--- src/hw/frv_pkg.sv ---
// ----------------------------
// Shared widths and encodings for the RV32 memory stage
// Micro-op layout follows the stage-3 decoder
// Trap causes are the 5-bit mcause codes
// ----------------------------
`default_nettype none

package frv_pkg;

    // ----------------------------
    // Widths
    // ----------------------------
    localparam int XLEN = 32;                  // Data and address width
    localparam int FU_W = 6;                   // Functional-unit one-hot
    localparam int OP_W = 7;                   // Micro-op width

    // Functional-unit one-hot bit positions
    localparam int P_FU_ALU = 0;
    localparam int P_FU_MUL = 1;
    localparam int P_FU_LSU = 2;
    localparam int P_FU_CFU = 3;
    localparam int P_FU_CSR = 4;
    localparam int P_FU_CRY = 5;

    // ----------------------------
    // LSU micro-op fields
    // ----------------------------
    localparam int LSU_SIGNED = 0;             // Sign-extend loaded data
    localparam int LSU_LOAD   = 3;             // Load
    localparam int LSU_STORE  = 4;             // Store

    // Width field, uop bits 2 to 1
    localparam logic [1:0] LSU_BYTE = 2'b01;
    localparam logic [1:0] LSU_HALF = 2'b10;
    localparam logic [1:0] LSU_WORD = 2'b11;

    typedef enum logic [1:0] {
        WIDTH_NONE = 2'b00,                    // No access
        WIDTH_BYTE = LSU_BYTE,
        WIDTH_HALF = LSU_HALF,
        WIDTH_WORD = LSU_WORD
    } lsu_width_t;

    // Trap causes
    localparam logic [4:0] TRAP_LDALIGN = 5'd4; // Load address misaligned
    localparam logic [4:0] TRAP_STALIGN = 5'd6; // Store address misaligned

    // ----------------------------
    // Stage-4 payloads
    // ----------------------------
    typedef struct packed {
        logic [4:0]      rd;                   // Dest reg or trap cause
        logic [OP_W-1:0] uop;                  // Micro-op, zero for bubble
        logic [FU_W-1:0] fu;                   // Unit one-hot
        logic            trap;                 // Raise a trap
        logic [1:0]      size;                 // Instr size, zero for bubble
        logic [31:0]     instr;                // Instruction word
    } s4_ctrl_t;

    typedef struct packed {
        logic [XLEN-1:0] opr_a;                // Strobes for LSU ops
        logic [XLEN-1:0] opr_b;                // Address for LSU ops
    } s4_opr_t;

endpackage

`default_nettype wire

--- src/hw/frv_lsu_if.sv ---
// ----------------------------
// Access from the memory stage to the LSU
// Stage holds valid and all fields stable until ready
// ----------------------------
`default_nettype none

interface frv_lsu_if import frv_pkg::*; ();

    // Stage side
    logic            valid;                    // Access present, not done
    logic [XLEN-1:0] addr;                     // Byte address
    logic [XLEN-1:0] wdata;                    // Unaligned store data
    logic            load;
    logic            store;
    lsu_width_t      width;                    // Access width
    logic            is_signed;                // Kept for writeback

    // Unit side
    logic            ready;                    // Access finished
    logic            a_error;                  // Misaligned access
    logic [3:0]      strb;                     // Byte lanes

    modport stage (
        output valid, addr, wdata, load, store, width, is_signed,
        input  ready, a_error, strb
    );

    modport unit (
        input  valid, addr, wdata, load, store, width, is_signed,
        output ready, a_error, strb
    );

endinterface

`default_nettype wire

--- src/hw/frv_lsu.sv ---
// ----------------------------
// Load/store unit, request side only
// Request is combinational from valid and held until grant
// Load data return lives in writeback
// ----------------------------
`default_nettype none

module frv_lsu import frv_pkg::*; (
    input  wire logic            g_clk,
    input  wire logic            g_resetn,
    input  wire logic            i_pipe_prog,     // Stage hands over its instr
    input  wire logic            i_hold_lsu_req,  // Delay new requests
    frv_lsu_if.unit              lsu,
    output logic                 o_dmem_req,
    output logic                 o_dmem_wen,
    output logic [3:0]           o_dmem_strb,
    output logic [XLEN-1:0]      o_dmem_wdata,
    output logic [XLEN-1:0]      o_dmem_addr,
    input  wire logic            i_dmem_gnt
);

    // ----------------------------
    // Alignment
    // ----------------------------
    logic half_mis;
    logic word_mis;

    assign half_mis = (lsu.width == WIDTH_HALF) && lsu.addr[0];
    assign word_mis = (lsu.width == WIDTH_WORD) && (lsu.addr[1:0] != 2'b00);

    assign lsu.a_error = lsu.valid && (half_mis || word_mis);

    // ----------------------------
    // Strobes and lane data
    // ----------------------------
    always_comb begin
        case (lsu.width)
            WIDTH_BYTE: lsu.strb = 4'b0001 << lsu.addr[1:0];
            WIDTH_HALF: lsu.strb = lsu.addr[1] ? 4'b1100 : 4'b0011;
            WIDTH_WORD: lsu.strb = 4'b1111;
            default:    lsu.strb = 4'b0000;       // No lanes
        endcase
    end

    always_comb begin
        case (lsu.width)
            WIDTH_BYTE: o_dmem_wdata = {4{lsu.wdata[7:0]}};   // Byte in every lane
            WIDTH_HALF: o_dmem_wdata = {2{lsu.wdata[15:0]}};  // Half in both halves
            default:    o_dmem_wdata = lsu.wdata;
        endcase
    end

    assign o_dmem_strb = lsu.strb;
    assign o_dmem_addr = {lsu.addr[XLEN-1:2], 2'b00};  // Word address
    assign o_dmem_wen  = lsu.store;

    // ----------------------------
    // Request control
    // ----------------------------
    logic done;       // Granted, instr still in stage
    logic req_pend;   // Raised last cycle, not granted

    // Hold only blocks a new request, never one already raised
    assign o_dmem_req = lsu.valid && !lsu.a_error && !done &&
                        (!i_hold_lsu_req || req_pend);

    assign lsu.ready  = lsu.a_error || done || (o_dmem_req && i_dmem_gnt);

    always_ff @(posedge g_clk) begin
        if (!g_resetn) begin
            done     <= 1'b0;
            req_pend <= 1'b0;
        end else begin
            req_pend <= o_dmem_req && !i_dmem_gnt;            // Still waiting
            if (i_pipe_prog) begin
                done <= 1'b0;                                 // Instr moved on
            end else if (o_dmem_req && i_dmem_gnt) begin
                done <= 1'b1;                                 // Stage 4 is busy
            end
        end
    end

    // ----------------------------
    // Checks
    // ----------------------------
    // Ungranted request stays up with the same address
    a_req_held: assert property (
        @(posedge g_clk) disable iff (!g_resetn)
        (o_dmem_req && !i_dmem_gnt) |=> (o_dmem_req && $stable(o_dmem_addr))
    );

    // Misaligned access never reaches memory, not even a pending one
    a_no_req_on_error: assert property (
        @(posedge g_clk) disable iff (!g_resetn)
        lsu.a_error |-> (!o_dmem_req && !req_pend)
    );

endmodule

`default_nettype wire

--- src/hw/frv_pipeline_register.sv ---
// ----------------------------
// Valid/busy pipeline register
// Loads when i_valid and stage N+1 not busy
// Flush and reset zero the payload too
// ----------------------------
`default_nettype none

module frv_pipeline_register #(
    parameter type T_PAYLOAD = logic [31:0]
) (
    input  wire logic      g_clk,
    input  wire logic      g_resetn,
    input  wire logic      i_flush,   // Kill held item
    input  wire logic      i_valid,   // Stage N offers data
    input  wire T_PAYLOAD  i_data,
    input  wire logic      i_busy,    // Stage N+1 refuses
    output T_PAYLOAD       o_data,
    output logic           o_valid,
    output logic           o_busy     // Push back to stage N
);

    // ----------------------------
    // Storage
    // ----------------------------
    always_ff @(posedge g_clk) begin
        if (!g_resetn || i_flush) begin
            o_valid <= 1'b0;
            o_data  <= '0;
        end else if (!i_busy) begin
            o_valid <= i_valid;                 // Drops if nothing offered
            if (i_valid) begin
                o_data <= i_data;
            end
        end
    end

    // Held item not taken yet
    assign o_busy = o_valid && i_busy;

    // ----------------------------
    // Checks
    // ----------------------------
    // Stage N+1 sees a steady payload while it stalls
    a_hold_stable: assert property (
        @(posedge g_clk) disable iff (!g_resetn)
        (o_valid && i_busy && !i_flush) |=> $stable(o_data)
    );

endmodule

`default_nettype wire

--- src/hw/frv_pipeline_memory.sv ---
// ----------------------------
// RV32 memory stage, stage 3 to stage 4
// Stage 3 presents size 0 for an empty slot
// i_s3_valid marks a new instruction
// Flush clears control only, operands stay
// ----------------------------
`default_nettype none

module frv_pipeline_memory import frv_pkg::*; (
    input  wire logic              g_clk,
    input  wire logic              g_resetn,
    input  wire logic              i_flush,
    input  wire logic              i_hold_lsu_req,
    input  wire logic [4:0]        i_s3_rd,
    input  wire logic [XLEN-1:0]   i_s3_opr_a,
    input  wire logic [XLEN-1:0]   i_s3_opr_b,
    input  wire logic [OP_W-1:0]   i_s3_uop,
    input  wire logic [FU_W-1:0]   i_s3_fu,
    input  wire logic              i_s3_trap,
    input  wire logic [1:0]        i_s3_size,
    input  wire logic [31:0]       i_s3_instr,
    input  wire logic              i_s3_valid,
    output logic                   o_s3_busy,
    output logic [4:0]             o_fwd_rd,
    output logic [XLEN-1:0]        o_fwd_wdata,
    output logic                   o_fwd_load,
    output logic                   o_fwd_csr,
    output logic                   o_dmem_req,
    output logic                   o_dmem_wen,
    output logic [3:0]             o_dmem_strb,
    output logic [XLEN-1:0]        o_dmem_wdata,
    output logic [XLEN-1:0]        o_dmem_addr,
    input  wire logic              i_dmem_gnt,
    output logic [4:0]             o_s4_rd,
    output logic [XLEN-1:0]        o_s4_opr_a,
    output logic [XLEN-1:0]        o_s4_opr_b,
    output logic [OP_W-1:0]        o_s4_uop,
    output logic [FU_W-1:0]        o_s4_fu,
    output logic                   o_s4_trap,
    output logic [1:0]             o_s4_size,
    output logic [31:0]            o_s4_instr,
    output logic                   o_s4_valid,
    input  wire logic              i_s4_busy
);

    frv_lsu_if lsu_bus ();

    // ----------------------------
    // Stall control
    // ----------------------------
    logic p_busy;                                  // Ctrl reg pushes back
    logic s3_full;
    logic instr_in;
    logic instr_out;
    logic pipe_prog_out;
    logic instr_done;                              // Slot already sent on
    logic lsu_valid;

    assign s3_full   = |i_s3_size;                 // Slot holds an instr
    assign o_s3_busy = p_busy || (lsu_valid && !lsu_bus.ready);

    assign instr_in      = i_s3_valid && !o_s3_busy;
    assign instr_out     = s3_full && !o_s3_busy && !instr_done;
    assign pipe_prog_out = !o_s3_busy;             // Instr or bubble moves

    always_ff @(posedge g_clk) begin
        if (!g_resetn) begin
            instr_done <= 1'b0;
        end else if (instr_in) begin
            instr_done <= 1'b0;                    // New instr in the slot
        end else if (instr_out) begin
            instr_done <= 1'b1;                    // Sent, slot now stale
        end
    end

    // ----------------------------
    // Decode
    // ----------------------------
    logic fu_lsu;
    logic fu_csr;

    assign fu_lsu    = i_s3_fu[P_FU_LSU];
    assign fu_csr    = i_s3_fu[P_FU_CSR];
    assign lsu_valid = fu_lsu && !instr_done;

    assign lsu_bus.valid     = lsu_valid;
    assign lsu_bus.addr      = i_s3_opr_a;         // Address from ALU
    assign lsu_bus.wdata     = i_s3_opr_b;         // rs2 for stores
    assign lsu_bus.load      = i_s3_uop[LSU_LOAD];
    assign lsu_bus.store     = i_s3_uop[LSU_STORE];
    assign lsu_bus.width     = lsu_width_t'(i_s3_uop[2:1]);
    assign lsu_bus.is_signed = i_s3_uop[LSU_SIGNED];

    // ----------------------------
    // Traps and next-stage values
    // ----------------------------
    logic       lsu_trap;
    logic [4:0] lsu_cause;
    s4_ctrl_t   n_ctrl;
    s4_opr_t    n_opr;
    s4_ctrl_t   s4_ctrl;
    s4_opr_t    s4_opr;

    assign lsu_trap  = fu_lsu && lsu_bus.a_error;
    assign lsu_cause = lsu_bus.load ? TRAP_LDALIGN : TRAP_STALIGN;

    always_comb begin
        n_ctrl.trap  = i_s3_trap || lsu_trap;
        n_ctrl.rd    = (lsu_trap && !i_s3_trap) ? lsu_cause : i_s3_rd;  // Older trap wins
        n_ctrl.uop   = instr_done ? '0 : i_s3_uop;   // Bubble when stale
        n_ctrl.fu    = instr_done ? '0 : i_s3_fu;
        n_ctrl.size  = instr_done ? 2'b00 : i_s3_size;
        n_ctrl.instr = i_s3_instr;
    end

    // LSU ops report strobes and address to writeback
    assign n_opr.opr_a = fu_lsu ? {{(XLEN-4){1'b0}}, lsu_bus.strb} : i_s3_opr_a;
    assign n_opr.opr_b = fu_lsu ? lsu_bus.addr : i_s3_opr_b;

    // ----------------------------
    // Forwarding
    // ----------------------------
    assign o_fwd_rd    = i_s3_rd;
    assign o_fwd_wdata = i_s3_opr_a;
    assign o_fwd_load  = fu_lsu && lsu_bus.load;
    assign o_fwd_csr   = fu_csr;

    // ----------------------------
    // Submodules
    // ----------------------------
    frv_lsu u_lsu (
        .g_clk          (g_clk),
        .g_resetn       (g_resetn),
        .i_pipe_prog    (instr_in),
        .i_hold_lsu_req (i_hold_lsu_req),
        .lsu            (lsu_bus.unit),
        .o_dmem_req     (o_dmem_req),
        .o_dmem_wen     (o_dmem_wen),
        .o_dmem_strb    (o_dmem_strb),
        .o_dmem_wdata   (o_dmem_wdata),
        .o_dmem_addr    (o_dmem_addr),
        .i_dmem_gnt     (i_dmem_gnt)
    );

    frv_pipeline_register #(.T_PAYLOAD(s4_ctrl_t)) u_ctrl_reg (
        .g_clk    (g_clk),
        .g_resetn (g_resetn),
        .i_flush  (i_flush),
        .i_valid  (pipe_prog_out),
        .i_data   (n_ctrl),
        .i_busy   (i_s4_busy),
        .o_data   (s4_ctrl),
        .o_valid  (o_s4_valid),
        .o_busy   (p_busy)
    );

    // Same load enable as control, so both stay in step
    frv_pipeline_register #(.T_PAYLOAD(s4_opr_t)) u_opr_reg (
        .g_clk    (g_clk),
        .g_resetn (g_resetn),
        .i_flush  (1'b0),
        .i_valid  (pipe_prog_out),
        .i_data   (n_opr),
        .i_busy   (i_s4_busy),
        .o_data   (s4_opr),
        .o_valid  (),
        .o_busy   ()
    );

    assign o_s4_rd    = s4_ctrl.rd;
    assign o_s4_uop   = s4_ctrl.uop;
    assign o_s4_fu    = s4_ctrl.fu;
    assign o_s4_trap  = s4_ctrl.trap;
    assign o_s4_size  = s4_ctrl.size;
    assign o_s4_instr = s4_ctrl.instr;
    assign o_s4_opr_a = s4_opr.opr_a;
    assign o_s4_opr_b = s4_opr.opr_b;

    // ----------------------------
    // Checks
    // ----------------------------
    // Stage 3 stays stalled across every cycle of a pending request
    a_busy_while_waiting: assert property (
        @(posedge g_clk) disable iff (!g_resetn)
        (o_dmem_req && !i_dmem_gnt) |-> o_s3_busy
    );

endmodule

`default_nettype wire

--- config.mk ---
export PLATFORM = sky130hd
export DESIGN_NAME = frv_pipeline_memory
export DESIGN_NICKNAME = d
export VERILOG_FILES = /design/src/hw/frv_pkg.sv /design/src/hw/frv_lsu_if.sv /design/src/hw/frv_lsu.sv /design/src/hw/frv_pipeline_register.sv /design/src/hw/frv_pipeline_memory.sv
export SDC_FILE = /design/constraint.sdc
export NUM_CORES = 1
export LEC_CHECK = 0
export ABC_CLOCK_PERIOD_IN_PS = 2570
export BUFFER_PORTS_ARGS = -buffer_cell sky130_fd_sc_hd__buf_2
export CAP_MARGIN = 20
export CORE_AREA = 4 4 135 137
export DETAILED_ROUTE_END_ITERATION = 12
export DIE_AREA = 0 0 139 141
export GPL_TIMING_DRIVEN = 0
export PLACE_DENSITY = 0.7
export REMOVE_ABC_BUFFERS = 1
export SLEW_MARGIN = 5
export SYNTH_ARGS = -nofsm -noshare
export SYNTH_HDL_FRONTEND = slang
export SYNTH_SLANG_ARGS = --single-unit
--- constraint.sdc ---
create_clock -name g_clk -period 2.57 [get_ports g_clk]
set_input_delay 0.3855 -clock g_clk [delete_from_list [all_inputs] [get_ports g_clk]]
set_output_delay 0.3855 -clock g_clk [all_outputs]
set_load 0.02 [all_outputs]
* Word-level counts from Yosys, hierarchy flattened
Index checks and enable logic that the tools add are counted.
** Word-level totals
- Bits in registers :: 121
- Input bits :: 124
** Operators by class
- Equal/unequal tests :: 3
- Shifts and indexed selects :: 1
- Muxes and demuxes :: 10
- Bitwise operators :: 3
- Reduce and logical (&&, ||, !) cells :: 37
** Operator list (number)
- $mux W32 :: 2
- $pmux W32 S2 :: 1
- $logic_and A1 B1 Y1 :: 17
- $pmux W4 S3 :: 1
- $logic_not A1 Y1 :: 9
- $logic_or A1 B1 Y1 :: 7
- $mux W7 :: 1
- $mux W6 :: 1
- $mux W5 :: 1
- $eq A2 B2 Y1 const B :: 2
- $mux W2 :: 2
- $mux W4 :: 1
- $reduce_or A2 Y1 :: 2
- $shl A1 B2 Y4 const A :: 1
- $not A1 Y1 :: 3
- $eq A2 B1 Y1 const B :: 1
- $reduce_and A2 Y1 :: 1
- $reduce_bool A2 Y1 :: 1

* Depth between registers and ports, before layout
- Depth after elaboration :: 16
- Depth in mapped cells :: 8
- Mapped depth without buffers :: 6

* Hierarchy
Synthesis repeated with hierarchy kept, for this count alone.
** Second synthesis, totals
- Cell total of the unflattened synthesis :: 814
- Area total of the unflattened synthesis :: 6446.2 um^2
** Modules (own cells, without submodules)
- frv_pipeline_register at u_opr_reg :: times used 1, cells an instance 284, area an instance 2402.3 um^2, seq. area each 1301.2 um^2
- frv_pipeline_register at u_ctrl_reg :: times used 1, cells an instance 237, area an instance 1886.8 um^2, seq. area each 1081.0 um^2
- frv_pipeline_memory :: times used 1, cells an instance 146, area an instance 1199.9 um^2, seq. area each 20.0 um^2
- frv_lsu :: times used 1, cells an instance 147, area an instance 957.2 um^2, seq. area each 40.0 um^2

* Least setup slack after synthesis
OpenSTA, ideal clock, no wires.
- Path type :: input -> output
- From :: in i_s3_uop[1]
- To :: out o_dmem_wdata[24]
- Data arrival time :: 1.584 ns
- Required time :: 2.184 ns
- Slack :: 0.600 ns
- Stages on the path :: 6
- Buffers on the path :: 2
- Path through :: inv_1 ha_1 clkbuf_1 clkbuf_1 nor2_1 a21oi_1
** Between the ends
- Cells in the longest elaborated chain, start to end :: 2
- Elaborated cells on any way between the ends :: 3
- Classes of those cells :: 2 x eq/ne; 1 x mux
** RTL lines
- start: declaration :: line frv_pipeline_memory.sv:17 : input wire logic [OP_W-1:0] i_s3_uop,
- $eq A2 B2 Y1 or $eq A2 B1 Y1 (tied branches) :: line frv_lsu.sv:46 : case (lsu.width)
- $pmux W32 S2 (*) :: line frv_lsu.sv:46
- end: declaration :: line frv_pipeline_memory.sv:31 : output logic [XLEN-1:0] o_dmem_wdata,
Every way passes the cells marked *; elsewhere a longest branch is shown, timed or not.

* Worst setup path after layout
- From :: in i_s3_fu[2]
- To :: out o_dmem_req
** Between the ends
- Cells in the longest elaborated chain, start to end :: 6
** RTL lines
- start: declaration :: line frv_pipeline_memory.sv:18 : input wire logic [FU_W-1:0] i_s3_fu,
- $logic_and A1 B1 Y1 (*) :: line frv_pipeline_memory.sv:84 : assign lsu_valid = fu_lsu && !instr_done;
- $logic_and A1 B1 Y1 :: line frv_lsu.sv:31 : assign lsu.a_error = lsu.valid && (half_mis || word_mis);
- $logic_not A1 Y1 :: line frv_lsu.sv:64 : assign o_dmem_req = lsu.valid && !lsu.a_error && !done &&
- $logic_and A1 B1 Y1 (*) (3 in series) :: line frv_lsu.sv:64
- end: declaration :: line frv_pipeline_memory.sv:28 : output logic o_dmem_req,
Marked as above.

==> parameters.txt <==
Parameter                              Value

Run status
  Result of the run    finished clean

Finish
  Number of nets in the layout    1115
  Layout Cells excl Fill    1226
  Utilization after layout    0.497
  Proportion of layout cells with a drive suffix above 1    0.425
  Number of filler instances in the final layout    1661
  Area overhead of the layout relative to synthesis    29.8%

Worst setup path
  Worst Path Max Fanout    78
  Crit Path Class    in2out
  Buffering stage count on the worst path with inverters included    2
  Launching element type of the critical path    primary input
  Dominant delay contributor by cell family on the critical path    buffers and inverters
  Capturing element type of the critical path    primary output
  Worst reg-to-reg path cell count    4
  Crit path required time    2.18 ns
  RR Endpoint    u_ctrl_reg.o_data[32]
  Worst reg2reg path startpoint    instr_done
  Maximum single-stage delay on the critical path    0.63 ns
  CP max stage cell    sky130_fd_sc_hd__buf_4
  Setup slack of the most critical reg-to-reg path    0.48 ns
  Worst-path cell chain    buf_4 -> nor2b_2 -> o211a_1 -> buf_2
  Data arrival time of the critical path    2.06 ns

Clock network
  H-tree depth    4
  Num Clock Sinks    121
  Clock transition time at the flip-flop clock pins of the worst setup and hold paths    0.05 ns
  Worst skew pair latency    0.41 ns
  Clock Path Buffers    2
  Buffer cell driving the clock tree root    sky130_fd_sc_hd__clkbuf_16
  Number of buffers inserted during clock tree synthesis    17
  TritonCTS clock tree    done
  Postcts setup bufs    0

Route
  Number of detailed-route iterations in the first pass    5
  Remaining design rule violation count    0
  Total Wirelength    21100 um
  Detail-routed via count per cell    4.88
  1st-iter DRT viols    307
  Vias    5979
  Average detailed-routed wire length per instance    17.2 um
  Post-DRT Antenna Nets    0

Power
  VDD IR max    492 uV
  Leak pwr    4.21 nW
  Ratio of total power to cell area    658 nW/um^2

Logic synthesis
  Cell types with the highest counts after synthesis    sky130_fd_sc_hd__nand2_1, sky130_fd_sc_hd__dfxtp_1, sky130_fd_sc_hd__mux2i_1, sky130_fd_sc_hd__buf_4, sky130_fd_sc_hd__clkbuf_1
  Post-synthesis instance area    6540 um^2
  Area share of xor/xnor cells in the synthesized design    0
  Synth area leaders    sky130_fd_sc_hd__dfxtp_1, sky130_fd_sc_hd__mux2i_1, sky130_fd_sc_hd__nand2_1
  Dominant combinational cell family by area after synthesis    simple AND/OR/NAND/NOR gates
  Count leader, synth    sky130_fd_sc_hd__nand2_1
  Cell accounting for the most synthesized area    sky130_fd_sc_hd__dfxtp_1
  Number of warning messages in the yosys log    0
  Mux contribution to synthesized area    0.175
  Mapped Cells    747
  Number of flops mapped to enable cells by yosys    0
  Share of synthesized cell area in full adder, half adder and majority cells    0.00766
  Async SR Flop Fraction    0
  Post-synthesis share of cell area spent on and, or, nand and nor gates    0.183
  Top-area cell type share of the netlist area    0.371
  Complex-gate fraction of the synthesized area    0.116
  Primary flip-flop cell chosen by synthesis mapping    sky130_fd_sc_hd__dfxtp_1
  Sequential share of the synthesized area    0.371
  Mean instance size in the synthesized netlist    8.75 um^2
  Seq cells post-synth    121
  Synth unique cells    42

Place
  Count of port buffers added during placement    349
  DPL Wire Length    15800 um
  GP Congestion    0.908
  Count of placed standard cells including taps    1193
  Post-place setup slack    -0.327 ns

Hold path
  Worst min-delay path category    in2reg
  Hold path depth    2
  Worst Hold Path EP    u_lsu.done
  Launch instance of the worst min-delay path    i_s3_valid

STA
  Slew Viols, Final    0
  Minimum period implied by the final worst setup slack    2.44 ns
  Worst slew pin tran    0.851 ns
  Hold WS    0.196 ns
  Unrepaired setup endpoints after global routing    false
  Final worst slack    0.129 ns
  Skew final    0.00665 ns
  Relative slew margins    0.433
  Maximum achievable frequency    0.410 GHz
  Period utilization    0.950
  # setup viols final    0
  Hold violation count in the final report    0

Die
  Die area    19600 um^2
  Starting density of the core    0.383
  Boundary Pins    352
  X dimension of the die    139 um
  Standard-cell rows    48
  Core area    17100 um^2
  Die outline height    141 um

GRT
  Remaining global-route overflow    0
  Pin count of the biggest net entering global routing    79
  Number of global-route vias before repair    5658
  Total Routing Usage GR    0.205
  Antenna violations before repair    1
  First-pass GRT wire length    32000 um

Flow run
  Number of maximum-capacitance constraint violations    0
how the worst max path moves through the flow:
stage                      startpoint                    end  cells after the start
after floorplan              g_resetn  u_ctrl_reg.o_data[37]                      3
after global placement       g_resetn  u_ctrl_reg.o_data[34]                      5
after detailed placement  i_s3_uop[1]  u_ctrl_reg.o_data[30]                      8
after CTS                 i_s3_uop[1]       o_dmem_wdata[10]                      7
after global routing      i_s3_uop[2]       o_dmem_wdata[10]                      6
final                      i_s3_fu[2]             o_dmem_req                      4
layout make-up:
type	instances	area (um^2)	area share
antenna	1	2.50	0.000295
clock buffer	20	457	0.0538
clock inverter	12	125	0.0147
inverter	19	71.3	0.00841
multi-input combinational	471	3180	0.375
sequential	121	2420	0.286
tap	225	282	0.0332
timing repair buffer	357	1940	0.229
cell families after synthesis:
kind of cell,after synthesis
AOI/OAI and AO/OA,100
adders and majority gates,4
buffers and inverters,156
DFF,121
muxes,111
other,1
and+or+nand+nor,254
state kept, by name, summed over array words and instances (netlist names):
| name | cells |
|---|---|
| u_opr_reg.o_data | 64 |
| u_ctrl_reg.o_data | 53 |
| instr_done | 1 |
| u_ctrl_reg.o_valid | 1 |
| u_lsu.done | 1 |
| u_lsu.req_pend | 1 |
metal layers:
metal / up-vias / share of wire / track usage
met5: - / 0 / 0
met4: 0 / 0.014 / 0.0608
met3: 23 / 0.056 / 0.0570
met2: 185 / 0.49 / 0.338
met1: 2812 / 0.44 / 0.264
li1: 2959 / - / -
report_power, final:
| group | leakage (nW) | switching, mW | internal [mW] |
|---|---|---|---|
| Clock | 0.270 | 0.870 | 1.47 |
| Sequential | 0.988 | 0.0490 | 1.97 |
| Combinational | 2.95 | 0.762 | 0.455 |
worst register-to-register path: stages (launching register included):
cell and delay [ns]:
sky130_fd_sc_hd__dfxtp_1 0.65, sky130_fd_sc_hd__nor2b_2 0.23, sky130_fd_sc_hd__a21oi_4 0.66, sky130_fd_sc_hd__buf_16 0.26
sky130_fd_sc_hd__mux2i_1 0.22
placed cells by master, fill, tap and decap left out, drive strengths merged, types with 3 or more instances in the layout:
cell | synthesis | routed
a22o | 8 | 8
clkinvlp | 0 | 6
inv | 19 | 19
dfxtp | 121 | 121
nand2b | 4 | 4
clkinv | 0 | 4
o22ai | 8 | 8
clkbuf | 38 | 20
or3 | 3 | 3
buf | 99 | 357
ha | 4 | 4
mux2i | 87 | 87
a211oi | 3 | 3
nor4b | 28 | 28
and2 | 4 | 4
nand3b | 13 | 13
a21oi | 17 | 17
nand2 | 175 | 175
o21ai | 15 | 15
a31o | 28 | 28
a22oi | 8 | 8
mux2 | 24 | 24
nor2 | 19 | 19
nand3 | 3 | 3
through the flow:
stage	power [mW]	setup TNS, ns	instance area [um^2]
floorplan	2.65	-132.10	5640
global placement	3.25	-446.94	7670
detailed placement	3.28	-27.04	7890
CTS	5.65	0	8480
global route	5.83	0	8480
finish	5.58	0	8480
repair_timing:
action | 4_1_cts | 5_1_grt
setup endpoints to repair | 10 | 0
resized for setup | 3 | 0
hold buffers | 0 | 0
No activity file was read; power rests on OpenSTA's default activity.
